--- config.mk ---
export PLATFORM = sky130hd
export DESIGN_NAME = plic_regs
export DESIGN_NICKNAME = d
export VERILOG_FILES = /design/src/logic/soc_bus_pkg.sv /design/src/logic/plic_regs.sv
export VERILOG_INCLUDE_DIRS = /design/src /design/src/include
export SDC_FILE = /design/constraint.sdc
export NUM_CORES = 1
export LEC_CHECK = 0
export ABC_AREA = 1
export BUFFER_PORTS_ARGS = -buffer_cell sky130_fd_sc_hd__buf_4
export CORE_MARGIN = 2
export CORE_UTILIZATION = 42
export CTS_CLUSTER_SIZE = 28
export DETAILED_ROUTE_END_ITERATION = 8
export PLACE_DENSITY_LB_ADDON = 0.08
export SLEW_MARGIN = 20
export SYNTH_ARGS = -nofsm -noshare
export SYNTH_HDL_FRONTEND = slang
export SYNTH_SLANG_ARGS = --single-unit
--- constraint.sdc ---
create_clock -name CLOCK_50 -period 4.2 [get_ports CLOCK_50]
set_input_delay 0.63 -clock CLOCK_50 [delete_from_list [all_inputs] [get_ports CLOCK_50]]
set_output_delay 0.63 -clock CLOCK_50 [all_outputs]
set_load 0.05 [all_outputs]
--- src/include/soc_map.svh ---
`ifndef SOC_MAP_SVH
`define SOC_MAP_SVH

// system bus address map

// on-chip word ram
`define RAM_BASE              64'h0000_0000_8000_0000

// platform interrupt controller window
`define PLIC_BASE             64'h0000_0000_0C00_0000
// 64 MiB, same span as the usual plic layout
`define PLIC_SIZE             64'h0000_0000_0400_0000

// plic register offsets, relative to PLIC_BASE

// one priority word per source id
`define PLIC_PRIORITY_STRIDE  64'h4

// global pending bitmap
`define PLIC_PENDING          64'h1000

// per context enable bitmap
`define PLIC_ENABLE           64'h2000
`define PLIC_ENABLE_STRIDE    64'h80

// per context threshold and claim words
`define PLIC_THRESHOLD        64'h20_0000
`define PLIC_CLAIM            64'h20_0004
`define PLIC_CONTEXT_STRIDE   64'h1000

`endif

--- src/logic/soc_bus_pkg.sv ---
package soc_bus_pkg;

    `include "soc_map.svh"

    // bus and memory widths
    localparam int XLEN = 64;
    localparam int WORD_W = 32;
    // priority and threshold width
    localparam int PRIO_W = 3;
    // machine context 0, supervisor context 1
    localparam int NUM_CTX = 2;

    // address map, taken from the map header
    localparam logic [XLEN-1:0] RAM_BASE_ADDR = `RAM_BASE;
    localparam logic [XLEN-1:0] PLIC_BASE_ADDR = `PLIC_BASE;
    localparam logic [XLEN-1:0] PLIC_SIZE_BYTES = `PLIC_SIZE;
    localparam logic [XLEN-1:0] PRIO_STRIDE = `PLIC_PRIORITY_STRIDE;
    localparam logic [XLEN-1:0] PENDING_OFS = `PLIC_PENDING;
    localparam logic [XLEN-1:0] ENABLE_OFS = `PLIC_ENABLE;
    localparam logic [XLEN-1:0] ENABLE_STRIDE = `PLIC_ENABLE_STRIDE;
    localparam logic [XLEN-1:0] THRESH_OFS = `PLIC_THRESHOLD;
    localparam logic [XLEN-1:0] CLAIM_OFS = `PLIC_CLAIM;
    localparam logic [XLEN-1:0] CTX_STRIDE = `PLIC_CONTEXT_STRIDE;

    // load/store width code, same encoding the cpu puts on the bus
    typedef enum logic [2:0] {
        LS_B  = 3'd0,
        LS_H  = 3'd1,
        LS_W  = 3'd2,
        LS_D  = 3'd3,
        LS_BU = 3'd4,
        LS_HU = 3'd5,
        LS_WU = 3'd6
    } ls_type_t;

    typedef enum logic [1:0] {
        REG_NONE = 2'd0,
        REG_RAM  = 2'd1,
        REG_PLIC = 2'd2
    } region_t;

    // cpu side request
    typedef struct packed {
        logic [XLEN-1:0] address;
        logic [XLEN-1:0] write_data;
        ls_type_t        ls_type;
        logic            read_enable;
        logic            write_enable;
    } bus_req_t;

    // one beat towards a slave, address is relative to the region base
    typedef struct packed {
        logic            read_strobe;
        logic            write_strobe;
        logic            beat;
        logic [XLEN-1:0] address;
        logic [XLEN-1:0] write_data;
        ls_type_t        ls_type;
    } slave_access_t;

    typedef struct packed {
        logic [XLEN-1:0] read_data;
        logic            last;
    } slave_resp_t;

endpackage

--- src/logic/plic_regs.sv ---
`timescale 1ns/1ps

module plic_regs #(
    parameter int NUM_SOURCES = 4
) (
    input  logic                        CLOCK_50,
    input  logic                        KEY0,
    input  soc_bus_pkg::slave_access_t  plic_access,
    input  logic [NUM_SOURCES-1:0]      irq_sources,
    output soc_bus_pkg::slave_resp_t    plic_resp,
    output logic                        meip,
    output logic                        seip
);
    import soc_bus_pkg::*;

    localparam int ID_W = $clog2(NUM_SOURCES);

    // register file
    logic [PRIO_W-1:0]      prio [NUM_SOURCES];
    logic [NUM_SOURCES-1:0] pending;
    logic [NUM_SOURCES-1:0] enable [NUM_CTX];
    logic [PRIO_W-1:0]      threshold [NUM_CTX];

    logic [XLEN-1:0]        ofs;
    logic                   sel_prio;
    logic                   sel_pending;
    logic [NUM_CTX-1:0]     sel_enable;
    logic [NUM_CTX-1:0]     sel_thresh;
    logic [NUM_CTX-1:0]     sel_claim;
    logic [ID_W-1:0]        prio_id;
    logic [ID_W-1:0]        claim_id [NUM_CTX];
    logic [XLEN-1:0]        rdata;

    // offset decode, address is already relative to the plic base
    assign ofs = plic_access.address;
    assign sel_prio = (ofs < PRIO_STRIDE * NUM_SOURCES) && (ofs % PRIO_STRIDE == 0);
    assign prio_id = ID_W'(ofs / PRIO_STRIDE);
    assign sel_pending = (ofs == PENDING_OFS);

    always_comb begin
        for (int c = 0; c < NUM_CTX; c++) begin
            sel_enable[c] = (ofs == ENABLE_OFS + XLEN'(c) * ENABLE_STRIDE);
            sel_thresh[c] = (ofs == THRESH_OFS + XLEN'(c) * CTX_STRIDE);
            sel_claim[c] = (ofs == CLAIM_OFS + XLEN'(c) * CTX_STRIDE);
        end
    end

    // claim arbitration per context
    // strict compare, so on equal priority the lower id stays
    always_comb begin
        logic [PRIO_W-1:0] best_prio;
        for (int c = 0; c < NUM_CTX; c++) begin
            best_prio = threshold[c];
            claim_id[c] = '0;
            // id 0 is reserved for no interrupt
            for (int s = 1; s < NUM_SOURCES; s++) begin
                if (pending[s] && enable[c][s] && prio[s] > best_prio) begin
                    best_prio = prio[s];
                    claim_id[c] = ID_W'(s);
                end
            end
        end
    end

    // external interrupt lines straight from arbitration
    assign meip = (claim_id[0] != '0);
    assign seip = (claim_id[1] != '0);

    // read mux, unknown offsets read as zero
    always_comb begin
        rdata = '0;
        if (sel_prio) begin
            rdata = XLEN'(prio[prio_id]);
        end
        if (sel_pending) begin
            rdata = XLEN'(pending);
        end
        for (int c = 0; c < NUM_CTX; c++) begin
            if (sel_enable[c]) begin
                rdata = XLEN'(enable[c]);
            end
            if (sel_thresh[c]) begin
                rdata = XLEN'(threshold[c]);
            end
            if (sel_claim[c]) begin
                rdata = XLEN'(claim_id[c]);
            end
        end
    end

    assign plic_resp.read_data = plic_access.read_strobe ? rdata : '0;
    // every register access is a single beat
    assign plic_resp.last = 1'b1;

    always_ff @(posedge CLOCK_50 or negedge KEY0) begin
        if (!KEY0) begin
            for (int s = 0; s < NUM_SOURCES; s++) begin
                prio[s] <= '0;
            end
            pending <= '0;
            for (int c = 0; c < NUM_CTX; c++) begin
                enable[c] <= '0;
                threshold[c] <= '0;
            end
        end else begin
            // sticky capture, source 0 never pends
            pending <= pending | (irq_sources & ~NUM_SOURCES'(1));

            // pending and claim ignore writes
            if (plic_access.write_strobe) begin
                if (sel_prio) begin
                    prio[prio_id] <= plic_access.write_data[PRIO_W-1:0];
                end
                for (int c = 0; c < NUM_CTX; c++) begin
                    if (sel_enable[c]) begin
                        enable[c] <= plic_access.write_data[NUM_SOURCES-1:0];
                    end
                    if (sel_thresh[c]) begin
                        threshold[c] <= plic_access.write_data[PRIO_W-1:0];
                    end
                end
            end

            // claim by read clears the winner, wins over a new capture
            if (plic_access.read_strobe) begin
                for (int c = 0; c < NUM_CTX; c++) begin
                    if (sel_claim[c] && claim_id[c] != '0) begin
                        pending[claim_id[c]] <= 1'b0;
                    end
                end
            end
        end
    end

endmodule

### Yosys cells after proc, flatten, opt, wreduce, memory -nomap -nowiden

Index checks and enable logic that the tools add are counted.

| storage, ports and cells | value |
|---|---|
| register bits after elaboration | 30 |
| bits in read-only memories | 0 |
| RAM bits | 0 |
| memories | 0 |
| word-level logic and storage cells | 94 |
| output and inout bits | 67 |
| bits in latches | 0 |

| operators by class | value |
|---|---|
| div/mod/pow operators | 0 |
| bitwise operators | 6 |
| reductions and logical operators | 26 |
| muxes and demuxes | 33 |
| $mul | 0 |
| equal/unequal tests | 7 |
| order comparisons | 13 |
| shift-type cells | 0 |
| $add $sub $neg | 0 |

Operator list:

| cell | count |
|---|---|
| $mux W64 | 8 |
| $eq A64 B22 Y1 const B | 4 |
| $eq A64 B14 Y1 const B | 2 |
| $eq A64 B13 Y1 const B | 1 |
| $logic_not A64 Y1 | 1 |
| $lt A64 B5 Y1 const B | 1 |
| $mux W3 | 8 |
| $gt A3 B3 Y1 | 6 |
| $logic_and A1 B1 Y1 | 18 |
| $mux W4 | 4 |
| $bwmux W12 | 1 |
| $reduce_and A2 Y1 | 5 |
| $and A4 B4 Y4 | 2 |
| $mux W2 | 4 |
| $not A4 Y4 | 2 |
| $bmux W3 S2 | 1 |
| $demux W3 S2 | 1 |
| $lt A2 B3 Y1 const B | 2 |
| $demux W1 S2 | 2 |
| $ge A2 B1 Y1 const B | 2 |
| $mux W1 | 4 |
| $or A4 B4 Y4 | 1 |
| $reduce_bool A2 Y1 | 2 |
| $ge A3 B3 Y1 const B | 1 |
| 2 further kinds | 2 |

### Longest topological paths before layout

| logic depth | value |
|---|---|
| depth in word-level cells | 20 |
| depth in mapped cells | 22 |

### Worst setup path after synthesis

OpenSTA, ideal clock, no wires.

| timing | value |
|---|---|
| path type | reg2out |
| from | reg prio[8] (netlist bit) |
| to | out plic_resp[1] (netlist bit) |
| setup slack | -0.086 ns |
| arrival time | 3.656 ns |
| cell stages (with the launch flop) | 22 |
| path through | dfrtp_1 ha_1 nand2_1 o21ai_0 nand4_1 nand2_1 o21ai_0 ha_1 nand2_1 o21ai_0 nand4_1 nand2_1 o21ai_0 ha_1 nand2_1 o21ai_0 nand4_1 o211ai_1 nand2_1 nand2_1 nand2_1 a21oi_2 |

RTL lines:

| what | RTL line | source |
|---|---|---|
| from (decl) | plic_regs.sv:19 | `logic [PRIO_W-1:0] prio [NUM_SOURCES];` |
| from (signal, indexed assignment) | plic_regs.sv:112 | `prio[prio_id] <= plic_access.write_data[PRIO_W-1:0];` |
| to (decl) | plic_regs.sv:10 | `output soc_bus_pkg::slave_resp_t plic_resp,` |

==> metrics.txt <==
status=finished with violations; violated checks=setup timing; Post-DP HPWL=6.352 mm; post-route core utilization=0.5980; antenna violations before repair=0; RSZ-0062 raised after global routing=true; clock skew=0.009071 ns; share of cells above drive strength 1=0.3256; Post-Route Setup TNS=-0.7274 ns; Die H=86.99 um; number of pins with negative max-slew slack in the final report=0; starting density of the core=0.4305; worst-path fanout max=8; global-route usage over all layers=0.2222; Placement Rows=30; endpoint arrival time on the critical path=3.83 ns; launch point of the critical path=prio[8]; Worst-Skew Late Latency=0.28 ns; vias after detailed routing=3060; syn_area_per_cell=6.775 um2; Clock Sinks=30; number of top-level design ports=207; post-synthesis sequential area ratio=0.2595; Clock Root Buffer=clkbuf_8; path class of the lowest-slack min-delay path=primary input to async pin; post-route setup slack=-0.2572 ns; Buffers on Ports=80; Unique masters post-synth=32; WP data required=3.57 ns; clock edge transition at the registers on the reported setup and hold paths=0.07 ns; cell depth of the worst flop-to-flop path=29; number of warnings reported in the yosys synthesis log=0; vias in the first global route=2783; largest buffer count on any clock path=2; fmax=0.2244 GHz; clock tree from TritonCTS=done; total wire length after detailed routing=8.115 mm; Final Cycle Share=1.061; Post-Synthesis Cells=427; type of the worst setup path=flop to primary output; endpoint kind of the worst setup timing path=primary output; time the worst path needs with I/O delays and setup=4.457 ns; ant diodes=0; startpoint types=flop; final setup violating endpoints=5; worst hold slack after final layout=0.2844 ns; number of buffers created by CTS=5; max-cap violation count=0; antenna violation net count after detailed routing=0; final net count=716; placeable core region=6719 um2; layout overhead on the synthesized area=38.88%; worst reg2reg path startpoint=prio[8]; number of iterations in the first detailed-routing pass=4; areal power density over the cells=192.1 nW/um2; wire length of the first global-routing pass=13.23 mm; Routed wire per std cell=12.70 um; placer's final routability congestion estimate=0.8468; die footprint=7567 um2; hold_buf cts=0; maximum number of pins on one net before global-route repair=31; Congestion Overflow GR=0; leakage component of the power=0.002093 uW; maximum level of the CTS H-tree=2; Iteration-0 DRC Markers=133; die outline width=86.99 um; total count of hold-check failures in the final report=0; Pwr Total=771.9 uW; summed instance area of the synthesized netlist=2893 um2; number of synthesized register bits=30; number of design rule violations left after detail routing=0; Avg Vias per Cell=4.789; worst vdd ir=0.0001629 V
## routing by layer
metal  GRT usage  up-vias  wire [um]
met3     0.03791        2        448
met5           0        -          0
met4     0.04403        0         25
met2      0.3706      129       3949
met1      0.3030     1387       3692
li1            -     1542          -
## registers in the layout, indices dropped and copies added, names as in the netlist
register	count
enable	8
pending	4
prio	12
threshold	6
## per-stage QoR
step,setup slack [ns],cell area [um2],instances
floorplan,0.05557,3129,486
global placement,-0.2789,3556,609
detailed placement,-0.3917,3556,609
CTS,-0.3306,3901,634
global route,-0.5156,4018,639
finish,-0.2572,4018,639
## worst max-delay path, stage by stage, from the launching register on
cell and delay [ns]:
dfrtp_1 0.43, ha_4 0.30, nand2_2 0.05, o21ai_2 0.12, nand4_1 0.11, buf_6 0.17
buf_4 0.13, nand2_1 0.06, o21ai_2 0.06, ha_1 0.26, nand3_1 0.08, nand4_1 0.20
buf_4 0.21, nand2_1 0.05, o21ai_0 0.08, ha_1 0.28, nand3_1 0.09, nand4_1 0.19
nand3_1 0.17, nand2_1 0.07, nand2_1 0.07, nand2_2 0.07, a21oi_4 0.12, buf_6 0.17
## kinds of logic after synthesis
logic type | share of synthesized area
AO/OA/AOI/OAI | 0.1484
adder cells (fa/ha/maj) | 0.07786
buffers and inverters | 0.2037
flip-flops | 0.2595
other | 0.002596
AND/OR/NAND/NOR | 0.3080
## final cells by class
type / instances / area, um2
Multi-Input combinational cell: 361 / 1938
Clock buffer: 8 / 110.1
Timing Repair Buffer: 128 / 998.5
Fill cell: 622 / 2701
Inverter: 32 / 120.1
Tap cell: 80 / 100.1
Sequential cell: 30 / 750.7
## path summary, 6_finish.rpt
kind / end / slack (ns)
min in group CLOCK_50: pending[0] / 0.39
worst min register to register: pending[0] / 0.39
worst max register to register: pending[1] / -0.15
max in group asynchronous: enable[6] / 3.61
worst min-delay path: pending[1] / 0.28
worst max-delay path: plic_resp[2] / -0.26
## power by group
group          total, uW  internal [uW]      switching, uW
Clock                277            165                111
Sequential           289            289  0.000000000000109
Combinational        206           51.1                155
Total                772            505                267
## cells in the final DEF, fill, tap and decap left out, types with 2 or more instances in the layout
| cell type | n |
|---|---|
| a21oi_1 | 18 |
| clkbuf_8 | 8 |
| nand4_1 | 8 |
| ha_4 | 5 |
| nand2_2 | 11 |
| o211ai_1 | 3 |
| nand2_1 | 92 |
| inv_1 | 27 |
| nand3_1 | 15 |
| nor2_2 | 5 |
| conb_1 | 61 |
| a22oi_1 | 2 |
| nor2_4 | 2 |
| nor2_1 | 61 |
| nand3_2 | 2 |
| ha_1 | 13 |
| buf_8 | 2 |
| buf_6 | 6 |
| buf_4 | 120 |
| o21ai_1 | 11 |
| dfrtp_1 | 30 |
| o21ai_0 | 27 |
| nand3_4 | 2 |
| inv_2 | 3 |
| o21ai_2 | 11 |
| a21oi_4 | 2 |
| clkinv_1 | 2 |
## Yosys cell counts
library cell | count | area share
nor2_1 | 61 | 0.079
clkbuf_1 | 1 | 0.0013
o22ai_1 | 1 | 0.0022
inv_1 | 29 | 0.038
nor2_2 | 5 | 0.011
and3_1 | 1 | 0.0022
conb_1 | 2 | 0.0026
clkinv_1 | 2 | 0.0026
o211ai_1 | 3 | 0.0078
nand3_2 | 2 | 0.0069
nand4_1 | 8 | 0.017
a221oi_1 | 1 | 0.0030
nor2_4 | 2 | 0.0078
inv_2 | 1 | 0.0013
o21ai_0 | 46 | 0.080
nor3_2 | 1 | 0.0035
nor2_8 | 1 | 0.0069
a22oi_1 | 2 | 0.0052
a211oi_1 | 1 | 0.0026
nand3_1 | 17 | 0.029
nand2_2 | 3 | 0.0065
o21bai_1 | 1 | 0.0026
ha_1 | 18 | 0.078
dfrtp_1 | 30 | 0.26
buf_4 | 62 | 0.16
a21oi_2 | 2 | 0.0061
o21ai_1 | 3 | 0.0052
nand2_1 | 100 | 0.13
a21oi_1 | 18 | 0.031
nand3b_1 | 1 | 0.0026
a22o_1 | 1 | 0.0030
nor4b_2 | 1 | 0.0052
## what timing repair did
item	in CTS	in global routing
setup endpoints to repair	4	5
resized for setup	35	24
setup buffers	17	7
pin swaps	22	27
No activity file was read; power rests on OpenSTA's default activity.
