--- config.mk ---
export PLATFORM = sky130hd
export DESIGN_NAME = bus_responder
export DESIGN_NICKNAME = d
export VERILOG_FILES = /design/src/logic/soc_bus_pkg.sv /design/src/logic/bus_responder.sv
export VERILOG_INCLUDE_DIRS = /design/src /design/src/include
export SDC_FILE = /design/constraint.sdc
export NUM_CORES = 1
export LEC_CHECK = 0
export ABC_AREA = 1
export BUFFER_PORTS_ARGS = -buffer_cell sky130_fd_sc_hd__buf_2
export CORE_AREA = 5 5 228 230
export DETAILED_ROUTE_END_ITERATION = 7
export DIE_AREA = 0 0 233 235
export GPL_ROUTABILITY_DRIVEN = 0
export HOLD_SLACK_MARGIN = 0.03
export RECOVER_POWER = 50
export SLEW_MARGIN = 20
export SYNTH_ARGS = -nofsm -noshare
export SYNTH_HDL_FRONTEND = slang
export SYNTH_SLANG_ARGS = --single-unit
export TNS_END_PERCENT = 30
--- constraint.sdc ---
create_clock -name CLOCK_50 -period 3.3 [get_ports CLOCK_50]
set_input_delay 0.66 -clock CLOCK_50 [delete_from_list [all_inputs] [get_ports CLOCK_50]]
set_output_delay 0.66 -clock CLOCK_50 [all_outputs]
set_load 0.005 [all_outputs]
--- src/include/soc_map.svh ---
`ifndef SOC_MAP_SVH
`define SOC_MAP_SVH

// system bus address map

// on-chip word ram
`define RAM_BASE              64'h0000_0000_8000_0000

// platform interrupt controller window
`define PLIC_BASE             64'h0000_0000_0C00_0000
// 64 MiB, same span as the usual plic layout
`define PLIC_SIZE             64'h0000_0000_0400_0000

// plic register offsets, relative to PLIC_BASE

// one priority word per source id
`define PLIC_PRIORITY_STRIDE  64'h4

// global pending bitmap
`define PLIC_PENDING          64'h1000

// per context enable bitmap
`define PLIC_ENABLE           64'h2000
`define PLIC_ENABLE_STRIDE    64'h80

// per context threshold and claim words
`define PLIC_THRESHOLD        64'h20_0000
`define PLIC_CLAIM            64'h20_0004
`define PLIC_CONTEXT_STRIDE   64'h1000

`endif

--- src/logic/soc_bus_pkg.sv ---
package soc_bus_pkg;

    `include "soc_map.svh"

    // bus and memory widths
    localparam int XLEN = 64;
    localparam int WORD_W = 32;
    // priority and threshold width
    localparam int PRIO_W = 3;
    // machine context 0, supervisor context 1
    localparam int NUM_CTX = 2;

    // address map, taken from the map header
    localparam logic [XLEN-1:0] RAM_BASE_ADDR = `RAM_BASE;
    localparam logic [XLEN-1:0] PLIC_BASE_ADDR = `PLIC_BASE;
    localparam logic [XLEN-1:0] PLIC_SIZE_BYTES = `PLIC_SIZE;
    localparam logic [XLEN-1:0] PRIO_STRIDE = `PLIC_PRIORITY_STRIDE;
    localparam logic [XLEN-1:0] PENDING_OFS = `PLIC_PENDING;
    localparam logic [XLEN-1:0] ENABLE_OFS = `PLIC_ENABLE;
    localparam logic [XLEN-1:0] ENABLE_STRIDE = `PLIC_ENABLE_STRIDE;
    localparam logic [XLEN-1:0] THRESH_OFS = `PLIC_THRESHOLD;
    localparam logic [XLEN-1:0] CLAIM_OFS = `PLIC_CLAIM;
    localparam logic [XLEN-1:0] CTX_STRIDE = `PLIC_CONTEXT_STRIDE;

    // load/store width code, same encoding the cpu puts on the bus
    typedef enum logic [2:0] {
        LS_B  = 3'd0,
        LS_H  = 3'd1,
        LS_W  = 3'd2,
        LS_D  = 3'd3,
        LS_BU = 3'd4,
        LS_HU = 3'd5,
        LS_WU = 3'd6
    } ls_type_t;

    typedef enum logic [1:0] {
        REG_NONE = 2'd0,
        REG_RAM  = 2'd1,
        REG_PLIC = 2'd2
    } region_t;

    // cpu side request
    typedef struct packed {
        logic [XLEN-1:0] address;
        logic [XLEN-1:0] write_data;
        ls_type_t        ls_type;
        logic            read_enable;
        logic            write_enable;
    } bus_req_t;

    // one beat towards a slave, address is relative to the region base
    typedef struct packed {
        logic            read_strobe;
        logic            write_strobe;
        logic            beat;
        logic [XLEN-1:0] address;
        logic [XLEN-1:0] write_data;
        ls_type_t        ls_type;
    } slave_access_t;

    typedef struct packed {
        logic [XLEN-1:0] read_data;
        logic            last;
    } slave_resp_t;

endpackage

--- src/logic/bus_responder.sv ---
`timescale 1ns/1ps

module bus_responder #(
    parameter int RAM_WORDS = 256
) (
    input  logic                          CLOCK_50,
    input  logic                          KEY0,
    input  soc_bus_pkg::bus_req_t         bus_req,
    output soc_bus_pkg::slave_access_t    ram_access,
    output soc_bus_pkg::slave_access_t    plic_access,
    input  soc_bus_pkg::slave_resp_t      ram_resp,
    input  soc_bus_pkg::slave_resp_t      plic_resp,
    output logic [soc_bus_pkg::XLEN-1:0]  bus_read_data,
    output logic                          bus_read_done,
    output logic                          bus_write_done
);
    import soc_bus_pkg::*;

    // first byte past the ram
    localparam logic [XLEN-1:0] RAM_LIMIT = RAM_BASE_ADDR + XLEN'(RAM_WORDS * 4);
    localparam logic [XLEN-1:0] PLIC_LIMIT = PLIC_BASE_ADDR + PLIC_SIZE_BYTES;

    region_t         req_region;
    region_t         region;
    logic            idle;
    logic            start_rd;
    logic            start_wr;
    logic            beat;
    logic [XLEN-1:0] region_base;
    slave_access_t   access;
    slave_resp_t     resp;

    // address decode, only looked at on the start edge
    always_comb begin
        if (bus_req.address >= RAM_BASE_ADDR && bus_req.address < RAM_LIMIT) begin
            req_region = REG_RAM;
        end else if (bus_req.address >= PLIC_BASE_ADDR && bus_req.address < PLIC_LIMIT) begin
            req_region = REG_PLIC;
        end else begin
            req_region = REG_NONE;
        end
    end

    // new request only when nothing is in flight
    assign idle = bus_read_done && bus_write_done;
    assign start_rd = idle && bus_req.read_enable;
    // read wins if both pulses show up together
    assign start_wr = idle && bus_req.write_enable && !bus_req.read_enable;

    always_comb begin
        unique case (region)
            REG_RAM:  region_base = RAM_BASE_ADDR;
            REG_PLIC: region_base = PLIC_BASE_ADDR;
            default:  region_base = '0;
        endcase
    end

    // same beat for both slaves, strobes only on the selected one
    always_comb begin
        access.read_strobe = !bus_read_done;
        access.write_strobe = !bus_write_done;
        access.beat = beat;
        access.address = bus_req.address - region_base;
        access.write_data = bus_req.write_data;
        access.ls_type = bus_req.ls_type;

        ram_access = access;
        plic_access = access;
        if (region != REG_RAM) begin
            ram_access.read_strobe = 1'b0;
            ram_access.write_strobe = 1'b0;
        end
        if (region != REG_PLIC) begin
            plic_access.read_strobe = 1'b0;
            plic_access.write_strobe = 1'b0;
        end
    end

    // unmapped space answers at once with zero
    always_comb begin
        unique case (region)
            REG_RAM:  resp = ram_resp;
            REG_PLIC: resp = plic_resp;
            default: begin
                resp.read_data = '0;
                resp.last = 1'b1;
            end
        endcase
    end

    // done flags and beat counter
    always_ff @(posedge CLOCK_50 or negedge KEY0) begin
        if (!KEY0) begin
            bus_read_done <= 1'b1;
            bus_write_done <= 1'b1;
            region <= REG_NONE;
            beat <= 1'b0;
        end else if (start_rd || start_wr) begin
            bus_read_done <= !start_rd;
            bus_write_done <= !start_wr;
            region <= req_region;
            beat <= 1'b0;
        end else if (!idle) begin
            if (resp.last) begin
                bus_read_done <= 1'b1;
                bus_write_done <= 1'b1;
                beat <= 1'b0;
            end else begin
                beat <= beat + 1'b1;
            end
        end
    end

    // beat 0 loads the whole word, beat 1 adds the upper half of ld
    always_ff @(posedge CLOCK_50) begin
        if (!bus_read_done) begin
            if (!beat) begin
                bus_read_data <= resp.read_data;
            end else begin
                bus_read_data <= bus_read_data | resp.read_data;
            end
        end
    end

endmodule

; Yosys cells after proc, flatten, opt, wreduce, memory -nomap -nowiden
; Cells that the tools add are included.
[classes]
add_sub_neg = 2
order_cmp = 4
n_eq_ne = 5
muxes = 14
n_bitwise = 1
n_reduce_logical = 14
[op_table]
columns = cell, count
row1 = 65-bit case mux with 2 select lines, 1
row2 = 64-bit by 28-bit greater-or-equal comparator with 1-bit output (second input constant), 1
row3 = 64-bit by 32-bit greater-or-equal comparator with 1-bit output (second input constant), 1
row4 = 64-bit by 29-bit < comparator with 1-bit output (second input constant), 1
row5 = 64-bit by 32-bit < comparator with 1-bit output (second input constant), 1
row6 = 64-bit 2-to-1 mux, 1
row7 = 64-bit bitwise OR, 1
row8 = 32-bit case mux with 2 select lines, 1
row9 = 64-bit subtractor, 1
row10 = 2-bit 2-to-1 mux, 4
row11 = 1-bit 2-to-1 mux, 7
row12 = 1-bit logical AND, 6
row13 = 1-bit zero test, 5
row14 = 2-bit by 1-bit inequality test with 1-bit output (second input constant), 2
row15 = 2-bit by 1-bit equality test with 1-bit output (second input constant), 1
row16 = 2-bit equality test (second input constant), 1
row17 = 2-bit inequality test (second input constant), 1
row18 = 2-bit AND reduction, 1
row19 = 2-bit nonzero test, 1
row20 = 1-bit adder (second input constant), 1
row21 = 1-bit logical OR, 1
[totals]
reg_bits = 69
output_inout_bits = 334
wordCells = 45

; Logic depth before layout (Yosys ltp)
; Gate-level depths: netlist of run 1.
[depth]
word_depth = 6
depth_mapped = 15
ltp_nobuf = 13

; Worst setup path after synthesis of run 1
; No wires, ideal clock.
[synth_path]
kind = reg2out
start = register region[0]
end = output ram_access[109] (netlist bit)
t_arrival_ns = 2.372
required_time_ns = 2.640
path_slack_ns = 0.268
path_stages_with_launch = 14
path_cell_list = dfrtp_1 inv_1 ha_1 buf_2 buf_2 inv_1 fa_1 nor2_2 nand2_1 nand2_1 nand2_4 nor2_4 xor2_1 buf_4
[synth_lines]
columns = element, line
row1 = "start, declared", bus_responder.sv:24  ; region_t region;
row2 = "start signal, assigned", bus_responder.sv:101  ; region <= req_region;
row3 = "end, declared", bus_responder.sv:9  ; output soc_bus_pkg::slave_access_t ram_access,

==> results of run 1 <==
[metal layers]
metal  share of wire [%]  GRT usage [%]  vias up
li1                    -              -     2643
met1                  35           11.2     2664
met2                  49           19.9      474
met3                  12           4.55       53
met4                 3.8           4.49        4
met5               0.082          0.357        -
[final cells by class]
class	instances	area, um2
sequential	69	2050
timing repair buffer	385	1970
fill	5647	41700
antenna	1	2.50
clock inverter	7	88.8
clock buffer	9	225
multi-input combinational	388	2620
tap	672	841
inverter	44	165
[state kept, by name (all words and copies together) (netlist names)]
| signal | cells |
|---|---|
| region | 2 |
| bus_read_done | 1 |
| bus_read_data | 64 |
| beat | 1 |
| bus_write_done | 1 |
[what timing repair did]
action | 4_1_cts | 5_1_grt
setup buffers | 1 | 1
hold buffers | 0 | 0
setup endpoints to repair | 39 | 45
pin swaps | 2 | 5
resized for setup | 7 | 10
[cell usage after synthesis (8+ instances only)]
cell                       number  area, um2
sky130_fd_sc_hd__clkbuf_1       9       33.8
sky130_fd_sc_hd__buf_4        226       1700
sky130_fd_sc_hd__inv_1         40        150
sky130_fd_sc_hd__nand3_1       13       65.1
sky130_fd_sc_hd__nor2_2        11       68.8
sky130_fd_sc_hd__xnor2_1        8       70.1
sky130_fd_sc_hd__a22o_1       128       1120
sky130_fd_sc_hd__edfxtp_1      64       1920
sky130_fd_sc_hd__buf_2         13       65.1
sky130_fd_sc_hd__xor2_1         8       70.1
sky130_fd_sc_hd__nor2_1        66        248
sky130_fd_sc_hd__nand2_1       94        353
sky130_fd_sc_hd__nand2_2       11       68.8
[power by group through the flow]
| stage | Combinational, uW | Clock, uW | Sequential (uW) |
|---|---|---|---|
| after floorplan | 337 | 0 | 1060 |
| after global placement | 471 | 0 | 1050 |
| after detailed placement | 474 | 0 | 1060 |
| after CTS | 478 | 1070 | 1040 |
| after global routing | 514 | 1110 | 1050 |
| final | 465 | 1030 | 1040 |
[stage by stage]
step | setup slack, ns | instance area (um2) | utilization [%] | setup TNS [ns]
6_report | 0.0547 | 7970 | 16.0 | 0
5_1_grt | -0.0891 | 7970 | 16.0 | -1.40
4_1_cts | 0.000844 | 7930 | 16.0 | 0
3_5_place_dp | 0.0148 | 7580 | 15.3 | 0
3_3_place_gp | 0.0340 | 7580 | 15.3 | 0
2_1_floorplan | 0.268 | 6580 | - | 0
[cell families (layout without fill, tap and decap cells)]
group | Yosys count | after routing | share of synthesized area [%]
simple gates | 225 | 225 | 16.9
compound gates | 139 | 139 | 18.0
fa+ha+maj | 6 | 6 | 1.25
xor+xnor | 18 | 18 | 2.62
flops | 69 | 69 | 31.1
buf+inv | 298 | 445 | 30.1
other cells | 0 | 1 | 0
[path summary, 6_finish.rpt]
check	depth (start not counted)	to	slack, ns
max	13	ram_access[115]	0.05
max in group asynchronous	1	bus_write_done	2.84
min reg2reg	1	bus_read_data[45]	0.58
min	1	region[1]	0.18
min in group CLOCK_50	1	bus_read_data[45]	0.58
max reg2reg	2	bus_read_data[56]	0.88
==> flow_summary.ini, run 1 <==
[pwr]
powerDensity_nw_per_um2 = 318
p_int_uw = 1870
maximum_ir_drop_on_the_vdd_rail_mv = 0.206
leakage_dissipation_uw = 0.00354
p_total_uw = 2530
switching_power_uw = 666
seq_power_share_pct = 41.1
power_frac_comb_pct = 18.4
sw_frac_of_total_pct = 26.3
clock_power_share_pct = 40.6

[cts]
worst_setup_hold_path_clk_slew_ns = 0.05
tritoncts_clock_tree = built
cts_sinks = 69
cts_buffers = 9
max-clock-path-buffers = 2
clk-insertion-delay-late_ns = 0.34
clock_tree.root_cell = sky130_fd_sc_hd__clkbuf_16
ctsHtreeMaxLevel = 3

[synthesis]
syn_nets = 1026
synth.yosys.warnings = 0
synth_async_sr_flop_share_pct = 7.25
synthCells = 755
synth-seq-area-share_pct = 31.1
synth-main-ff-cell = sky130_fd_sc_hd__edfxtp_1
post_synth_num_cell_types = 34
postSynthRegisterBits = 69
synth_enable_flop_cells = 64
syn_area_per_cell_um2 = 8.72
synth_area_um2 = 6580

[die]
placement_rows = 82
core_area_um2 = 49700
fp.dieArea_um2 = 54800
io-pin-count = 599
fp.dieW_um = 233
dieHeight_um = 235
initial_core_util_pct = 13.3

[route]
routed-via-count = 5838
drc = 0
route.antenna.remaining_nets = 0
total_routed_length_mm = 32.9
detailedRoute.firstIterationViolations = 184
detailedRoute.firstPassIterationCount = 4
routed_wire_length_per_instance_um = 20.9
route.detailed.vias_per_inst = 3.71

[critical_path]
timing.critical_path.buf_inv = 4
cp_data_arrival_time_ns = 2.59
start_kind = flop
timing.setup.critical_path_class = reg2out
top_fanout_value_on_the_critical_path = 5
timing.critical_path.slowest_stage_cell = sky130_fd_sc_hd__dfrtp_1
timing.critical_path.to_type = primary output
worst_path_largest_cell_delay_ns = 0.39
path_cells = inv_2 -> ha_4 -> ha_1 -> inv_2 -> fa_2 -> nor2_4 -> buf_6 -> nand2_2 -> nand2_4 -> nand2_4 -> nor2_8 -> xor2_2 -> buf_2
required_ns = 2.64
cp-startpoint = region[0]
critical_path.reg2reg.startpoint = bus_read_done
crit_family = adder cells

[place]
buffer_ports.inserted = 367
numPlacedInstances = 1556
detailedPlacementHpwl_mm = 28.7

[timing]
slew-limit-headroom_pct = 2.66
min_period_over_period_pct = 98.3
transition_time_at_the_pin_with_the_least_slew_margin_ns = 1.46
finalMaxSlewViolations = 0
max_freq_mhz = 308
finalClockSkew_ns = 0.00554
setup_violations = 0
fin_crit_ns = 3.25
rsz0062_at_grt = yes
finalHoldWorstSlack_ns = 0.181
finalHoldViolations = 0

[job]
max-cap-violations = 0

[final_layout]
share_of_layout_cells_above_drive_strength_1_pct = 49.2
final_net_count = 1168
layout_commonest_cell = sky130_fd_sc_hd__buf_2
top_library_cells_by_usage_in_the_layout_fill_and_taps_aside = 351 x sky130_fd_sc_hd__buf_2, 128 x sky130_fd_sc_hd__a22o_1, 90 x sky130_fd_sc_hd__nand2_1, 66 x sky130_fd_sc_hd__nor2_1, 64 x sky130_fd_sc_hd__edfxtp_1
post_layout_nonfiller_instances = 1575
syn_to_final_growth_pct = 21.0

[global_routing]
grt_antenna_before_repair = 2
grt_first_pass_wirelength_mm = 43.6
vias_in_the_first_global_route = 5908
grt.total_usage_pct = 11.1
overflow = 0
grt_max_degree = 66

[hold_path]
hold_path.class = in2async

[outcome]
run_status = completed
No activity file was read; power rests on OpenSTA's default activity.
==> run 2, diff against run 1 <==
Settings changed: CELL_PAD_IN_SITES_DETAIL_PLACEMENT set to 1, CELL_PAD_IN_SITES_GLOBAL_PLACEMENT set to 1, CORE_AREA 5 5 228 230 to 8 8 228 230, DIE_AREA 0 0 233 235 to 0 0 236 238, PLACE_DENSITY_LB_ADDON set to 0.1.
==> run 2 against run 1 <==
  * Sequential share of layout area grew 0.69 points
  * Critical path depth is the same
  * Sequential power is essentially flat
  * Cell count shrank 3.4%
  * Flip-flop and latch count is the same
  * Setup slack gained 0.11 ns
  * First-iteration DRC count shrank 20%
  * Wire length shrank 4.6%
  * Register-to-register slack gained 0.41 ns
  * Cell area shrank 2.6%
  * Clock power is essentially flat
  * Total power shrank 1.9%
  * Critical endpoint unchanged
  * Largest cell class unchanged
  * Largest power group unchanged
==> flow_summary.ini, run 2 (synthesis gave the netlist of run 1 again) <==
[critical_path]
timing.setup.critical_path_class = reg2out
required_ns = 2.64
timing.reg2reg.worst_path_depth = 2
timing.critical_path.to_type = primary output
critical_path.reg2reg.startpoint = bus_read_done
worstReg2RegEnd = bus_read_data[54]
cp_data_arrival_time_ns = 2.48
start_kind = flop
worst-r2r-setup-slack_ns = 1.29
top_fanout_value_on_the_critical_path = 7

[timing]
finalHoldViolations = 0
fin_setup_tns_ns = 0
slew-limit-headroom_pct = 40.3
finalMaxSlewViolations = 0
rsz0062_at_grt = no
finalClockSkew_ns = 0.00992
min_period_over_period_pct = 95.1
fin_crit_ns = 3.14
transition_time_at_the_pin_with_the_least_slew_margin_ns = 0.896
setup_violations = 0
finalHoldWorstSlack_ns = 0.193
max_freq_mhz = 319

[global_routing]
grt.total_usage_pct = 10.6
vias_in_the_first_global_route = 6346
grt_max_degree = 66
overflow = 0
grt_first_pass_wirelength_mm = 45.0
grt_antenna_before_repair = 5

[final_layout]
layout.area.seq_um2 = 2050
share_of_layout_cells_above_drive_strength_1_pct = 43.5
most_flops_register = bus_read_data
layout_commonest_cell = sky130_fd_sc_hd__buf_2
postLayoutCoreUtil_pct = 16.0
post_route_cell_area_um2 = 7760
syn_to_final_growth_pct = 17.9
top_library_cells_by_usage_in_the_layout_fill_and_taps_aside = 297 x sky130_fd_sc_hd__buf_2, 128 x sky130_fd_sc_hd__a22o_1, 90 x sky130_fd_sc_hd__nand2_1, 65 x sky130_fd_sc_hd__nor2_1, 65 x sky130_fd_sc_hd__clkbuf_1
n_fill_cell = 5797
reg_top3 = bus_read_data x64, region x2
final_net_count = 1164
multi_input_area_um2 = 2590
largest_register_ffs = 64

[die]
fp.dieW_um = 236
initial_core_util_pct = 13.6
placement_rows = 81
core_area_um2 = 48300
dieHeight_um = 238
fp.dieArea_um2 = 56200
io-pin-count = 599

[route]
route.antenna.remaining_nets = 0
detailedRoute.firstIterationViolations = 147
drc = 0
routed-via-count = 5586
detailedRoute.firstPassIterationCount = 4
routed_wire_length_per_instance_um = 20.6
total_routed_length_mm = 31.4
route.detailed.vias_per_inst = 3.67

[pwr]
powerDensity_nw_per_um2 = 320
p_total_uw = 2480
leakage_dissipation_uw = 0.00334
maximum_ir_drop_on_the_vdd_rail_mv = 0.241

[cts]
clock_tree.root_cell = sky130_fd_sc_hd__clkbuf_16
worst_setup_hold_path_clk_slew_ns = 0.06
max-clock-path-buffers = 2
cts_buffers = 9
clk-insertion-delay-late_ns = 0.35
ctsHtreeMaxLevel = 3
tritoncts_clock_tree = built
cts_sinks = 69

[place]
buffer_ports.inserted = 367
detailedPlacementHpwl_mm = 25.7
detailed_place.area_um2 = 7460

[hold_path]
hold_path.class = in2async

[outcome]
run_status = completed

[job]
max-cap-violations = 0
run 2: cell types whose count changed in the layout (fill, tap and decap cells not counted), sizes merged:
cell / previous run / this run
buf: 370 / 311
clkbuf: 24 / 79
clkinv: 3 / 4
bufinv: 2 / 1
inv: 45 / 44
clkinvlp: 1 / 2
run 2: critical path, stage by stage (launching register included):
cell	delay, ns
sky130_fd_sc_hd__dfrtp_1	0.38
sky130_fd_sc_hd__inv_2	0.07
sky130_fd_sc_hd__ha_4	0.14
sky130_fd_sc_hd__ha_1	0.15
sky130_fd_sc_hd__inv_1	0.06
sky130_fd_sc_hd__fa_2	0.37
sky130_fd_sc_hd__nor2_4	0.12
sky130_fd_sc_hd__nand2_2	0.09
sky130_fd_sc_hd__nand2_4	0.09
sky130_fd_sc_hd__nand2_4	0.07
sky130_fd_sc_hd__nor2_8	0.18
sky130_fd_sc_hd__buf_6	0.13
sky130_fd_sc_hd__xor2_2	0.13
sky130_fd_sc_hd__buf_2	0.13
run 2: cell type report:
cell class | count | share of cell area (%)
timing repair buffer | 381 | 24.2
sequential | 69 | 26.4
multi-input combinational | 388 | 33.4
inverter | 44 | 2.14
clock buffer | 9 | 2.90
clock inverter | 7 | 0.839
antenna | 1 | 0.0323
tap | 622 | 10.0
run 2: repair_timing:
item	4_1_cts	5_1_grt
pin swaps	6	5
gates resized for setup	8	4
cloned	0	0
setup endpoints to repair	24	42
hold buffers	0	0
setup buffers	5	1
run 2: where the power goes:
group          leakage, uW  switching [uW]  internal, uW
Sequential        0.000689            29.1          1010
Combinational      0.00251             257           182
Clock             0.000143             424           582
run 2: worst max-delay path by stage:
stage                     cells after the start              end   startpoint
after CTS                                    13  ram_access[115]    region[0]
after global routing                         13  ram_access[115]    region[0]
final                                        13  ram_access[115]    region[0]
after floorplan                              13  ram_access[109]    region[0]
after detailed placement                     13  ram_access[127]  bus_req[95]
after global placement                       13  ram_access[127]  bus_req[95]
run 2: layer usage:
layer / vias to the layer above / GRT usage (%) / wire length (um)
li1: 2638 / - / -
met1: 2549 / 12.2 / 13000
met2: 345 / 17.5 / 14600
met3: 44 / 5.08 / 3190
met4: 10 / 2.66 / 490
met5: - / 0.779 / 110
run 2: metrics by stage:
| step | setup WS (ns) | cells |
|---|---|---|
| 3_5_place_dp | 0.0628 | 1498 |
| 3_3_place_gp | 0.0797 | 1498 |
| 5_1_grt | 0.000179 | 1521 |
| 4_1_cts | 0.00917 | 1519 |
| 6_report | 0.161 | 1521 |
| 2_1_floorplan | 0.268 | 755 |
